$ cat src/source/spi_config.svh
/* Build-time sizes of the SPI register subsystem.
   Included by the packages and by every module that needs a width or a depth. */
`ifndef SPI_CONFIG_SVH
`define SPI_CONFIG_SVH

// bits per SPI frame, LSB first on the wire.
`define FRAME_BITS 32

// number of register addresses, the last one reads hw_status.
`define REG_COUNT 8

// flops in each SPI pin synchronizer.
`define SYNC_STAGES 2

`endif

$ cat src/source/spi_frame_pkg.sv
/* Frame-level types shared by the SPI frame slave and the register bank.
   Import it wherever a frame, a byte of one or its fields are handled. */
`default_nettype none
`include "spi_config.svh"

package spi_frame_pkg;

   typedef logic [`FRAME_BITS-1:0] spi_word_t;   // one frame as a plain vector.
   typedef logic [7:0]             spi_byte_t;
   typedef logic [15:0]            spi_half_t;   // writable payload of a frame.

   // field order follows the wire, opcode is shifted first.
   typedef struct packed {
      spi_byte_t reserved;   // ignored on receive, zero on reply.
      spi_half_t data16;
      spi_byte_t opcode;     // carries the status byte on reply.
   } frame_fields_t;

   typedef struct packed {
      frame_fields_t fields;
      logic          overrun;   // the frame before this one was dropped.
   } rx_frame_t;

endpackage

`default_nettype wire

$ cat src/source/reg_cmd_pkg.sv
/* Command-level types of the register bank.
   Opcode decoding, register values and the reply status byte all come from here. */
`default_nettype none
`include "spi_config.svh"

package reg_cmd_pkg;

   // coded in opcode bits 7-6.
   typedef enum logic [1:0] {
      CMD_NOP     = 2'b00,
      CMD_READ    = 2'b01,
      CMD_WRITE   = 2'b10,
      CMD_ILLEGAL = 2'b11
   } reg_cmd_e;

   typedef logic [$clog2(`REG_COUNT)-1:0] reg_addr_t;   // opcode bits 2-0.
   typedef logic [15:0]                   reg_data_t;

   // laid out like the opcode byte so the master reads the echo in place.
   typedef struct packed {
      reg_cmd_e  cmd;
      logic      error;     // illegal command or write to the status address.
      logic      overrun;
      logic      spare;     // always zero.
      reg_addr_t addr;
   } reply_status_t;

endpackage

`default_nettype wire

$ cat src/source/spi_frame_slave.sv
/* SPI mode 0 frame slave. Oversamples the pins in the clk domain, hands each
   finished frame to the register bank and shifts the loaded reply out on MISO. */
`timescale 1ns/1ps
`default_nettype none
`include "spi_config.svh"

module spi_frame_slave
   import spi_frame_pkg::*;
(
   input  logic          clk,
   input  logic          reset,
   input  logic          sck,
   input  logic          ss_n,
   input  logic          mosi,
   output logic          miso,
   output rx_frame_t     rx_frame,
   output logic          rx_valid,
   input  logic          rx_ready,
   input  frame_fields_t reply,
   input  logic          reply_valid,
   output logic          reply_ready
);

   localparam int CNT_W = $clog2(`FRAME_BITS);
   localparam logic [CNT_W-1:0] LAST_BIT = CNT_W'(`FRAME_BITS - 1);

   logic [`SYNC_STAGES-1:0] sck_sync;
   logic [`SYNC_STAGES-1:0] ss_sync;
   logic [`SYNC_STAGES-1:0] mosi_sync;
   logic                    sck_prev;
   logic                    ss_prev;
   logic                    sck_s;
   logic                    ss_s;
   logic                    mosi_s;
   logic                    sck_rise;
   logic                    sck_fall;
   logic                    ss_edge;
   logic [CNT_W-1:0]        bit_cnt;
   spi_word_t               rx_shift;
   spi_word_t               tx_shift;
   logic                    overrun_pending;
   logic                    frame_done;
   logic                    frame_accept;
   logic                    rx_take;
   logic                    reply_load;

   assign sck_s  = sck_sync[`SYNC_STAGES-1];
   assign ss_s   = ss_sync[`SYNC_STAGES-1];
   assign mosi_s = mosi_sync[`SYNC_STAGES-1];

   assign sck_rise = sck_s & ~sck_prev;
   assign sck_fall = ~sck_s & sck_prev;
   assign ss_edge  = ss_s ^ ss_prev;

   assign frame_done   = sck_rise & ~ss_s & ~ss_edge & (bit_cnt == LAST_BIT);
   assign frame_accept = frame_done & (~rx_valid | rx_ready);   // else the frame is lost.
   assign rx_take      = rx_valid & rx_ready;

   assign reply_ready = ss_s;   // loads only between frames.
   assign reply_load  = reply_valid & reply_ready;
   assign miso        = tx_shift[0];

   always_ff @(posedge clk) begin
      if (reset) begin
         sck_sync  <= '0;
         ss_sync   <= '1;   // deselected.
         mosi_sync <= '0;
         sck_prev  <= 1'b0;
         ss_prev   <= 1'b1;
      end else begin
         sck_sync  <= {sck_sync[`SYNC_STAGES-2:0], sck};
         ss_sync   <= {ss_sync[`SYNC_STAGES-2:0], ss_n};
         mosi_sync <= {mosi_sync[`SYNC_STAGES-2:0], mosi};
         sck_prev  <= sck_s;
         ss_prev   <= ss_s;
      end
   end

   always_ff @(posedge clk) begin
      if (reset) begin
         bit_cnt <= '0;
      end else if (ss_edge) begin
         bit_cnt <= '0;
      end else if (sck_rise && !ss_s) begin
         bit_cnt <= (bit_cnt == LAST_BIT) ? '0 : bit_cnt + 1'b1;
      end
   end

   // LSB first, so new bits enter at the top.
   always_ff @(posedge clk) begin
      if (sck_rise && !ss_s) begin
         rx_shift <= {mosi_s, rx_shift[`FRAME_BITS-1:1]};
      end
   end

   always_ff @(posedge clk) begin
      if (reset) begin
         rx_valid        <= 1'b0;
         overrun_pending <= 1'b0;
      end else begin
         if (rx_take) begin
            rx_valid <= 1'b0;
         end
         if (frame_accept) begin
            rx_valid        <= 1'b1;
            overrun_pending <= 1'b0;
         end else if (frame_done) begin
            overrun_pending <= 1'b1;   // flagged on the next frame that gets through.
         end
      end
   end

   always_ff @(posedge clk) begin
      if (frame_accept) begin
         rx_frame.fields  <= frame_fields_t'({mosi_s, rx_shift[`FRAME_BITS-1:1]});
         rx_frame.overrun <= overrun_pending;
      end
   end

   // bit 0 sits on miso before the first rising edge.
   always_ff @(posedge clk) begin
      if (reset) begin
         tx_shift <= '0;
      end else if (reply_load) begin
         tx_shift <= spi_word_t'(reply);
      end else if (ss_s && !ss_prev) begin
         tx_shift <= '0;   // leftovers of a cut frame.
      end else if (sck_fall && !ss_s) begin
         tx_shift <= {1'b0, tx_shift[`FRAME_BITS-1:1]};
      end
   end

   a_rx_hold: assert property (@(posedge clk) disable iff (reset)
      rx_valid && !rx_ready |=> rx_valid && $stable(rx_frame));

   // a load lands only with the bus idle and no frame in progress.
   a_load_idle: assert property (@(posedge clk) disable iff (reset)
      reply_load |-> !sck_s && (bit_cnt == '0 || ss_edge));

endmodule

`default_nettype wire

$ cat src/source/spi_reg_bank.sv
/* Register bank behind the SPI frame slave. Decodes each received frame,
   updates or reads a register and holds the reply until the slave takes it. */
`timescale 1ns/1ps
`default_nettype none
`include "spi_config.svh"

module spi_reg_bank
   import spi_frame_pkg::*;
   import reg_cmd_pkg::*;
(
   input  logic          clk,
   input  logic          reset,
   input  rx_frame_t     rx_frame,
   input  logic          rx_valid,
   output logic          rx_ready,
   output frame_fields_t reply,
   output logic          reply_valid,
   input  logic          reply_ready,
   input  reg_data_t     hw_status,
   output reg_data_t     ctrl_out
);

   localparam reg_addr_t STATUS_ADDR = reg_addr_t'(`REG_COUNT - 1);

   reg_data_t     regs [`REG_COUNT-1];   // the status address has no storage.
   reg_cmd_e      cmd;
   reg_addr_t     addr;
   reg_data_t     rd_data;
   reply_status_t status;
   logic          accept;
   logic          is_error;
   logic          wr_en;

   assign cmd  = reg_cmd_e'(rx_frame.fields.opcode[7:6]);
   assign addr = rx_frame.fields.opcode[$bits(reg_addr_t)-1:0];

   assign rx_ready = ~reply_valid;   // one-entry reply slot.
   assign accept   = rx_valid & rx_ready;

   assign is_error = (cmd == CMD_ILLEGAL) || (cmd == CMD_WRITE && addr == STATUS_ADDR);
   assign wr_en    = accept && cmd == CMD_WRITE && !is_error;

   assign ctrl_out = regs[0];

   always_comb begin
      rd_data = '0;
      if (cmd == CMD_READ) begin
         if (addr == STATUS_ADDR) begin
            rd_data = hw_status;
         end else begin
            rd_data = regs[addr];
         end
      end
   end

   always_comb begin
      status.cmd     = cmd;
      status.error   = is_error;
      status.overrun = rx_frame.overrun;
      status.spare   = 1'b0;
      status.addr    = addr;
   end

   always_ff @(posedge clk) begin
      if (reset) begin
         for (int i = 0; i < `REG_COUNT - 1; i++) begin
            regs[i] <= '0;
         end
      end else if (wr_en) begin
         regs[addr] <= rx_frame.fields.data16;
      end
   end

   always_ff @(posedge clk) begin
      if (reset) begin
         reply_valid <= 1'b0;
      end else if (accept) begin
         reply_valid <= 1'b1;
      end else if (reply_valid && reply_ready) begin
         reply_valid <= 1'b0;
      end
   end

   // the reply describes the frame just accepted.
   always_ff @(posedge clk) begin
      if (accept) begin
         reply.reserved <= '0;
         reply.data16   <= rd_data;
         reply.opcode   <= status;
      end
   end

   a_reply_hold: assert property (@(posedge clk) disable iff (reset)
      reply_valid && !reply_ready |=> reply_valid && $stable(reply));

endmodule

`default_nettype wire

$ cat src/source/spi_reg_subsystem.sv
/* Top level of the SPI register subsystem.
   Connects the frame slave to the register bank through both handshakes. */
`timescale 1ns/1ps
`default_nettype none

module spi_reg_subsystem
   import spi_frame_pkg::*;
   import reg_cmd_pkg::*;
(
   input  logic      clk,
   input  logic      reset,
   input  logic      sck,
   input  logic      ss_n,
   input  logic      mosi,
   output logic      miso,
   input  reg_data_t hw_status,
   output reg_data_t ctrl_out
);

   rx_frame_t     rx_frame;
   logic          rx_valid;
   logic          rx_ready;
   frame_fields_t reply;
   logic          reply_valid;
   logic          reply_ready;

   spi_frame_slave u_spi_frame_slave (
      .clk         (clk),
      .reset       (reset),
      .sck         (sck),
      .ss_n        (ss_n),
      .mosi        (mosi),
      .miso        (miso),
      .rx_frame    (rx_frame),
      .rx_valid    (rx_valid),
      .rx_ready    (rx_ready),
      .reply       (reply),
      .reply_valid (reply_valid),
      .reply_ready (reply_ready)
   );

   spi_reg_bank u_spi_reg_bank (
      .clk         (clk),
      .reset       (reset),
      .rx_frame    (rx_frame),
      .rx_valid    (rx_valid),
      .rx_ready    (rx_ready),
      .reply       (reply),
      .reply_valid (reply_valid),
      .reply_ready (reply_ready),
      .hw_status   (hw_status),
      .ctrl_out    (ctrl_out)
   );

endmodule

`default_nettype wire

$ cat config.mk
export PLATFORM = sky130hd
export DESIGN_NAME = spi_reg_subsystem
export DESIGN_NICKNAME = d
export VERILOG_FILES = /design/src/source/spi_frame_pkg.sv /design/src/source/reg_cmd_pkg.sv /design/src/source/spi_frame_slave.sv /design/src/source/spi_reg_bank.sv /design/src/source/spi_reg_subsystem.sv
export VERILOG_INCLUDE_DIRS = /design/src /design/src/source
export SDC_FILE = /design/constraint.sdc
export NUM_CORES = 1
export LEC_CHECK = 0
export BUFFER_PORTS_ARGS = -buffer_cell sky130_fd_sc_hd__buf_2
export CORE_UTILIZATION = 50
export DETAILED_ROUTE_END_ITERATION = 7
export PLACE_DENSITY = 0.67
export SKIP_LAST_GASP = 1
export SYNTH_ARGS = -nofsm -noshare
export SYNTH_HDL_FRONTEND = slang
export SYNTH_HIERARCHICAL = 1
export SYNTH_SLANG_ARGS = --single-unit
$ cat constraint.sdc
create_clock -name clk -period 5.8 [get_ports clk]
set_input_delay 1.16 -clock clk [delete_from_list [all_inputs] [get_ports clk]]
set_output_delay 1.16 -clock clk [all_outputs]
set_load 0.01 [all_outputs]
==> results.sh, run 1 <==
export IMPL_p_leak_nw=3.72
export IMPL_status="finished clean"
export IMPL_dieWidth_microns=144
export IMPL_p_int_mw=2.79
export IMPL_vias=6087
export IMPL_ant_nets=0
export IMPL_layout_setup_ws_ns=2.72
export IMPL_relSlewSlack_pct=19.8
export IMPL_cts_made_buffers=24
export IMPL_cts_tree="done"
export IMPL_hpwl_microns=12500
export IMPL_pre_cts_slack_ns=2.59
export IMPL_post_cts_setup_buffer_count=0
export IMPL_comb_power_share_pct=2.8
export IMPL_drt_pass1_iter_count=5
export IMPL_core_sq_um=19600
export IMPL_clockRootBuffer="clkbuf_16"
export IMPL_setup_tns_ns=0
export IMPL_vdd_drop_max_v=0.000269
export IMPL_worst_pin_slew_ns=1.20
export IMPL_area_delta_synth_final_pct=10.8
export IMPL_finalSetupViolations=0
export IMPL_die_h_microns=144
export IMPL_io_buffers=37
export IMPL_grt_pass1_vias=5770
export IMPL_ctsResizeCount=0
export IMPL_boundaryPins=38
export IMPL_hp_class="reg -> reg"
export IMPL_die_area_sq_um=20700
export IMPL_maxCapViolCount=0
export IMPL_fill_cells=1598
export IMPL_endpoint_kind="flop"
export IMPL_hold_buffers=0
export IMPL_yosysWarnings=6
export IMPL_clk_latency_ns=0.52
export IMPL_grt_first_pass_wirelength_microns=31300
export IMPL_grtUsageTotal_pct=19.8
export IMPL_clkSinkCount=236
export IMPL_power_frac_seq_pct=53.3
export IMPL_clock_fmax_mhz=325
export IMPL_path_clk_slew_ns=0.06
export IMPL_avgSynthCellArea_sq_um=12.9
export IMPL_initial_utilization_pct=51.4
export IMPL_clock_path_buffers=3
export IMPL_synth_cells=780
export IMPL_layout_drive_gt1_share_pct=18.8
export IMPL_hold_violations=0
export IMPL_worstPathMaxFanout=34
export IMPL_timing_final_crit_share_pct=53.1
export IMPL_drt_initial_drc_count=418
export IMPL_p_per_area_nw_per_um2=313
export IMPL_pwr_share_clk_pct=43.9
export IMPL_wl_per_cell_microns=18.8
export IMPL_grt_max_degree=91
export IMPL_htreeDepth=1
export IMPL_cp_data_required_time_ns=5.93
export IMPL_worstSetupPathType="reg -> reg"
export IMPL_final_nets=816
export IMPL_gp_congestion=0.743
export IMPL_antenna_found_initial=0
export IMPL_finalCriticalPeriod_ns=3.08
export IMPL_clock_skew_ns=0.0181
export IMPL_syn_cell_area_sq_um=10100
export IMPL_critPathLaunchType="flop"
export IMPL_drc_errors=0
export IMPL_n_antenna_cell=0
export IMPL_p_sw_mw=0.696
export IMPL_rsz0062_at_grt="no"
export IMPL_wl_microns=20100
export IMPL_rows=51
export IMPL_arrival_ns=3.21
export IMPL_grt_overflow=0
export IMPL_power_switching_share_pct=19.9
export IMPL_viasPerCell=5.67
export IMPL_drv_slew=0
==> worst max-delay path, cell delays in order, from the launching register on <==
cell and delay, ns:
dfxtp_1 0.37, or3b_1 0.54, inv_2 0.55, nand3_1 0.26, nor2b_2 0.96
==> final timing paths <==
check | cells after the start | slack (ns) | startpoint | to
worst max-delay path | 4 | 2.72 | u_spi_frame_slave/ss_sync[1]$_SDFF_PP1_ | u_spi_frame_slave/rx_frame[20]$_DFFE_PP_
worst min-delay path | 0 | 0.42 | u_spi_frame_slave/rx_shift[5]$_DFFE_PP_ | u_spi_frame_slave/rx_shift[4]$_DFFE_PP_
worst max register to register | 4 | 2.72 | u_spi_frame_slave/ss_sync[1]$_SDFF_PP1_ | u_spi_frame_slave/rx_frame[20]$_DFFE_PP_
worst min register to register | 0 | 0.42 | u_spi_frame_slave/rx_shift[5]$_DFFE_PP_ | u_spi_frame_slave/rx_shift[4]$_DFFE_PP_
==> power by group through the flow <==
stage | clock network (mW) | registers (mW) | logic (mW)
floorplan | 0 | 1.89 | 0.0666
CTS | 1.56 | 1.86 | 0.0982
finish | 1.53 | 1.86 | 0.0978
global route | 1.62 | 1.86 | 0.107
detailed placement | 0 | 1.90 | 0.0977
global placement | 0 | 1.89 | 0.0950
==> layout by cell type (no fill, tap or decap), types with 16 or more instances in the layout <==
cell type and count:
mux2i_1 16, a31oi_1 33, edfxtp_1 172, dfxtp_1 64, nor2b_1 23, o21ai_0 16, o22ai_1 16, nand3b_1 31
o41ai_1 31, mux2_2 48, and2_1 96, a211oi_1 17, nand2_1 72, buf_2 37, nor3_1 16, clkbuf_16 25
==> layout make-up <==
| class | instances | area (sq um) | area share [%] |
|---|---|---|---|
| clock inverter | 11 | 111 | 0.998 |
| sequential | 236 | 6450 | 57.8 |
| tap | 265 | 332 | 2.97 |
| multi-input combinational | 477 | 3310 | 29.7 |
| timing repair buffer | 46 | 253 | 2.27 |
| clock buffer | 31 | 678 | 6.08 |
| inverter | 7 | 26.3 | 0.236 |
==> routing by layer <==
metal  track usage (%)  up-vias  share of wire (%)
met2              30.5      135                 45
li1                  -     2898                  -
met3              2.90       27                4.5
met4              5.71        0                2.1
met1              29.1     3027                 48
met5                 0        -                  0
==> metrics by stage <==
stage	power (mW)	cells	hold WS, ns	instance area (sq um)	utilization, %
after floorplan	1.96	788	0.386	10100	-
after global placement	1.99	1031	0.397	10400	52.9
after detailed placement	1.99	1031	0.389	10400	52.9
after CTS	3.52	1073	0.420	11200	56.9
after global routing	3.59	1073	0.420	11200	56.9
final	3.49	1073	0.419	11200	56.9
==> state kept, by name (all words and copies together) (netlist names) <==
name / count
u_spi_frame_slave/tx_shift: 32
u_spi_frame_slave/ss_prev: 1
u_spi_reg_bank/regs: 112
u_spi_frame_slave/rx_shift: 31
u_spi_reg_bank/reply_valid: 1
u_spi_frame_slave/sck_sync: 2
u_spi_frame_slave/ss_sync: 2
u_spi_frame_slave/rx_frame: 22
u_spi_frame_slave/sck_prev: 1
u_spi_reg_bank/reply: 23
u_spi_frame_slave/overrun_pending: 1
u_spi_frame_slave/bit_cnt: 5
u_spi_frame_slave/rx_valid: 1
u_spi_frame_slave/mosi_sync: 2
(Power assumes the default switching activity.)
==> run 2, diff against run 1 <==
- PLACE_DENSITY: 0.67 -> 0.69
- clock period: 5.8 -> 2.6 ns (I/O delays scaled with it)
==> results.sh, run 2 (synthesis results as in run 1) <==
export IMPL_status="finished clean"
export IMPL_die_h_microns=144
export IMPL_crit_start="u_spi_frame_slave/rx_frame[2]$_DFFE_PP_"
export IMPL_grt_first_pass_wirelength_microns=32200
export IMPL_hpwl_microns=12900
export IMPL_largest_register="u_spi_reg_bank/regs"
export IMPL_hold_buffers=0
export IMPL_area_delta_synth_final_pct=12.5
export IMPL_layout_common_cells="edfxtp_1, and2_1, nand2_1"
export IMPL_finalSetupViolations=0
export IMPL_endpoint_kind="flop"
export IMPL_p_per_area_nw_per_um2=704
export IMPL_hold_violations=0
export IMPL_p_total_mw=7.97
export IMPL_min_delay_start="ss_n"
export IMPL_placed_area_sq_um=10500
export IMPL_gp_congestion=0.792
export IMPL_grt_pass1_vias=6010
export IMPL_viasPerCell=5.63
export IMPL_cts_made_buffers=25
export IMPL_clkSinkCount=236
export IMPL_initial_utilization_pct=51.4
export IMPL_pre_cts_slack_ns=0.529
export IMPL_post_cts_setup_buffer_count=0
export IMPL_relSlewSlack_pct=28.4
export IMPL_boundaryPins=38
export IMPL_worst_pin_slew_ns=1.07
export IMPL_grt_overflow=0
export IMPL_worstPathMaxFanout=19
export IMPL_grt_max_degree=64
export IMPL_io_buffers=37
export IMPL_largestRegisters="u_spi_reg_bank/regs: 112 flops, u_spi_frame_slave/tx_shift: 32 flops, u_spi_frame_slave/rx_shift: 31 flops"
export IMPL_wl_microns=20100
export IMPL_cts_tree="done"
export IMPL_fill_cells=1564
export IMPL_cp_data_required_time_ns=2.98
export IMPL_wl_per_cell_microns=18.4
export IMPL_dieWidth_microns=144
export IMPL_ant_nets=0
export IMPL_drt_pass1_iter_count=5
export IMPL_finalCriticalPeriod_ns=2.11
export IMPL_worstSetupPathType="reg -> reg"
export IMPL_clock_skew_ns=0.0142
export IMPL_clock_path_buffers=3
export IMPL_vdd_drop_max_v=0.000537
export IMPL_core_sq_um=19600
export IMPL_timing_rr_end="u_spi_reg_bank/regs[0][7]$_SDFFCE_PN0P_"
export IMPL_path_clk_slew_ns=0.06
export IMPL_layout_drive_gt1_share_pct=20.5
export IMPL_clock_fmax_mhz=474
export IMPL_multi_input_area_sq_um=3310
export IMPL_layout_setup_ws_ns=0.491
export IMPL_critPathLaunchType="flop"
export IMPL_min_to="u_spi_frame_slave/ss_sync[0]$_SDFF_PP1_"
export IMPL_whs_path_depth=2
export IMPL_hp_class="in -> reg"
export IMPL_grtUsageTotal_pct=20.3
export IMPL_drt_initial_drc_count=429
export IMPL_r2r_start="u_spi_frame_slave/rx_frame[2]$_DFFE_PP_"
export IMPL_drv_slew=0
export IMPL_maxCapViolCount=0
export IMPL_rsz0062_at_grt="no"
export IMPL_design_area_sq_um=11300
export IMPL_rows=51
export IMPL_n_antenna_cell=0
export IMPL_largest_reg_flops=112
export IMPL_clk_latency_ns=0.52
export IMPL_ctsResizeCount=0
export IMPL_antenna_found_initial=0
export IMPL_reg2reg_depth=3
export IMPL_arrival_ns=2.49
export IMPL_final_nets=833
export IMPL_clockRootBuffer="clkbuf_16"
export IMPL_die_area_sq_um=20700
export IMPL_drc_errors=0
export IMPL_r2r_setup_slack_ns=0.49
export IMPL_vias=6157
export IMPL_timing_final_crit_share_pct=81.1
export IMPL_seqCellArea_sq_um=6450
export IMPL_final_common_cell="edfxtp_1"
export IMPL_htreeDepth=1
export IMPL_p_leak_nw=3.84
## run 2: cell types whose count changed in the layout (fill, tap and decap cells not counted), sizes merged
cell      delta
inv          +2
buf         +16
clkbuf       -2
clkinvlp     -4
bufinv       +2
clkinv       +6
## run 2: through the flow
step	instances	TNS, ns	hold WS, ns	util [%]
2_1_floorplan	788	-5.94	0.386	-
3_3_place_gp	1047	0	0.402	53.5
3_5_place_dp	1047	0	0.391	53.5
4_1_cts	1093	0	0.187	57.8
5_1_grt	1093	0	0.191	57.8
6_report	1093	0	0.202	57.8
## run 2: per-layer routing
layer	wire [microns]	GRT usage (%)	vias up
li1	-	-	2932
met1	9250	28.8	3038
met2	9490	32.4	154
met3	977	2.87	33
met4	414	6.44	0
met5	0	0	-
## run 2: cell type report
cell class / instances / share of cell area (%)
inverter: 7 / 0.232
clock buffer: 29 / 5.74
tap: 265 / 2.93
multi-input combinational: 477 / 29.2
clock inverter: 17 / 1.70
timing repair buffer: 62 / 3.29
sequential: 236 / 56.9
## run 2: worst max-delay path by stage
stage	endpoint	slack (ns)	depth (start not counted)
after global routing	u_spi_reg_bank/regs[0][7]$_SDFFCE_PN0P_	0.31	3
after global placement	u_spi_reg_bank/regs[3][9]$_SDFFCE_PN0P_	0.59	4
final	u_spi_reg_bank/regs[0][7]$_SDFFCE_PN0P_	0.49	3
after detailed placement	u_spi_reg_bank/regs[0][12]$_SDFFCE_PN0P_	0.53	3
after floorplan	u_spi_reg_bank/regs[2][0]$_SDFFCE_PN0P_	-0.19	5
after CTS	u_spi_reg_bank/regs[0][7]$_SDFFCE_PN0P_	0.49	3
## run 2: power by group
group	switching (mW)	internal, mW	total, mW
Clock	1.40	2.20	3.60
Combinational	0.129	0.0946	0.223
Sequential	0.0389	4.11	4.15
Total	1.57	6.40	7.97
## run 2: worst max-delay path: stages, from the launching register on
cell	delay (ns)
edfxtp_1	0.55
or2_1	0.55
nor4_4	0.62
and2_1	0.23
==> run 3, diff against run 2 <==
- clock period: 2.6 -> 1.7 ns (I/O delays scaled with it)
==> results.sh, run 3 (synthesis results as in run 1) <==
export IMPL_status="complete, but fails checks"
export IMPL_failed_checks="setup timing"
export IMPL_clock_skew_ns=0.0185
export IMPL_largestRegisters="u_spi_reg_bank/regs: 112 flops, u_spi_frame_slave/tx_shift: 32 flops, u_spi_frame_slave/rx_shift: 31 flops"
export IMPL_path_clk_slew_ns=0.06
export IMPL_antenna_found_initial=0
export IMPL_grt_busiest_layer="met2"
export IMPL_maxCapViolCount=0
export IMPL_layout_drive_gt1_share_pct=27.9
export IMPL_vdd_drop_max_v=0.000991
export IMPL_clock_fmax_mhz=585
export IMPL_n_antenna_cell=0
export IMPL_clockRootBuffer="clkbuf_16"
export IMPL_largest_reg_flops=112
export IMPL_clkSinkCount=236
export IMPL_worstSetupPathType="reg -> reg"
export IMPL_grt_first_pass_wirelength_microns=34100
export IMPL_die_area_sq_um=20700
export IMPL_timing_final_crit_share_pct=101
export IMPL_layout_common_cells="edfxtp_1, and2_1, nand2_1"
export IMPL_io_buffers=37
export IMPL_boundaryPins=38
export IMPL_critPathLaunchType="flop"
export IMPL_grt_pass1_vias=6350
export IMPL_path_cells="nand4bb_4, buf_6, buf_12, o31ai_4, clkbuf_16"
export IMPL_cts_tree="done"
export IMPL_use_met3_pct=3.33
export IMPL_finalSetupViolations=16
export IMPL_max_stage_delay_ns=0.38
export IMPL_p_leak_nw=4.20
export IMPL_drv_slew=0
export IMPL_htreeDepth=1
export IMPL_cts_made_buffers=25
export IMPL_rsz0062_at_grt="yes"
export IMPL_ant_nets=0
export IMPL_clk_latency_ns=0.54
export IMPL_fill_cells=1466
export IMPL_grt_use_met1_pct=30.9
export IMPL_hold_violations=0
export IMPL_drc_errors=0
export IMPL_grt_max_degree=44
export IMPL_drt_initial_drc_count=472
export IMPL_p_per_area_nw_per_um2=993
export IMPL_arrival_ns=1.96
export IMPL_area_delta_synth_final_pct=21.2
export IMPL_r2r_setup_slack_ns=-0.009
export IMPL_vias=6468
export IMPL_grt_overflow=0
export IMPL_clock_path_buffers=3
export IMPL_setup_tns_ns=-0.0914
export IMPL_worstPathMaxFanout=8
export IMPL_wl_per_cell_microns=19.7
export IMPL_use_met2_pct=34.7
export IMPL_largest_register="u_spi_reg_bank/regs"
export IMPL_initial_utilization_pct=51.4
export IMPL_cpMaxStageDelayCell="edfxtp_1"
export IMPL_viasPerCell=5.68
export IMPL_instances_no_fill=1139
export IMPL_endpoint_kind="flop"
export IMPL_grtUsageTotal_pct=21.8
export IMPL_dieWidth_microns=144
export IMPL_die_h_microns=144
export IMPL_hp_class="in -> reg"
export IMPL_final_nets=879
export IMPL_layout_setup_ws_ns=-0.00914
export IMPL_cp_data_required_time_ns=1.95
export IMPL_dpl_cell_count=1076
export IMPL_hpwl_microns=14100
export IMPL_rows=51
export IMPL_finalCriticalPeriod_ns=1.71
export IMPL_wl_microns=22400
export IMPL_core_sq_um=19600
export IMPL_final_common_cell="edfxtp_1"
export IMPL_gp_congestion=0.808
export IMPL_drt_pass1_iter_count=6
run 3: cell count changes in the layout (fill, tap and decap cells not counted), sizes merged:
cell	delta
inv	-1
dlygate4sd3	+2
buf	+40
or2	+1
clkinv	-5
bufinv	-3
clkbuf	+9
clkinvlp	+3
run 3: cell type report:
type	count	area, sq um	area share, %
Tap cell	265	332	2.72
Sequential cell	236	6450	52.9
Clock buffer	35	723	5.92
Clock inverter	11	104	0.851
Multi-Input combinational cell	478	3530	28.9
Inverter	7	38.8	0.318
Timing Repair Buffer	107	1030	8.44
run 3: timing repair:
item                                    CTS  global route
resized for setup                        11            28
hold buffers                              2             0
gates cloned                              2             5
hold endpoints to repair                  2             0
setup buffers                             3             5
endpoints found under the setup margin   82           206
pin swaps                                 0             5
run 3: report_power, final:
part | internal (mW) | total, mW | switching [mW]
sequential | 6.29 | 6.35 | 0.0648
combinational | 0.195 | 0.412 | 0.218
clock | 3.14 | 5.36 | 2.22
run 3: worst paths after layout:
kind                                                                start                                       end  depth (start not counted)
worst max-delay path              u_spi_frame_slave/rx_frame[7]$_DFFE_PP_  u_spi_reg_bank/regs[0][14]$_SDFFCE_PN0P_                          5
worst min-delay path                                                  sck  u_spi_frame_slave/sck_sync[0]$_SDFF_PP0_                          2
worst max register to register    u_spi_frame_slave/rx_frame[7]$_DFFE_PP_  u_spi_reg_bank/regs[0][14]$_SDFFCE_PN0P_                          5
worst min register to register  u_spi_frame_slave/mosi_sync[1]$_SDFF_PP0_  u_spi_frame_slave/rx_shift[31]$_DFFE_PP_                          0
run 3: stage by stage:
step | util [%] | hold WS, ns | total power [mW] | area [sq um] | setup WS [ns]
4_1_cts | 60.9 | 0.0255 | 12.2 | 11900 | -0.00744
5_1_grt | 62.3 | 0.0635 | 12.5 | 12200 | -0.0801
6_report | 62.3 | 0.0358 | 12.1 | 12200 | -0.00914
3_3_place_gp | 56.0 | 0.404 | 6.83 | 11000 | -0.0250
2_1_floorplan | - | 0.386 | 6.70 | 10300 | -0.301
3_5_place_dp | 56.0 | 0.400 | 6.85 | 11000 | -0.113
run 3: per-layer routing:
metal,routed length [microns],part of all wire (%)
met4,482,2.2
met1,10100,45
met3,1130,5.0
met5,0,0
met2,10600,48
run 3: critical path: cells and delay by family (launching register included):
family | cells | cell delay (ns)
buffers and inverters | 3 | 0.51
flip-flops | 1 | 0.38
AO/OA/AOI/OAI | 1 | 0.32
AND/OR/NAND/NOR | 1 | 0.21
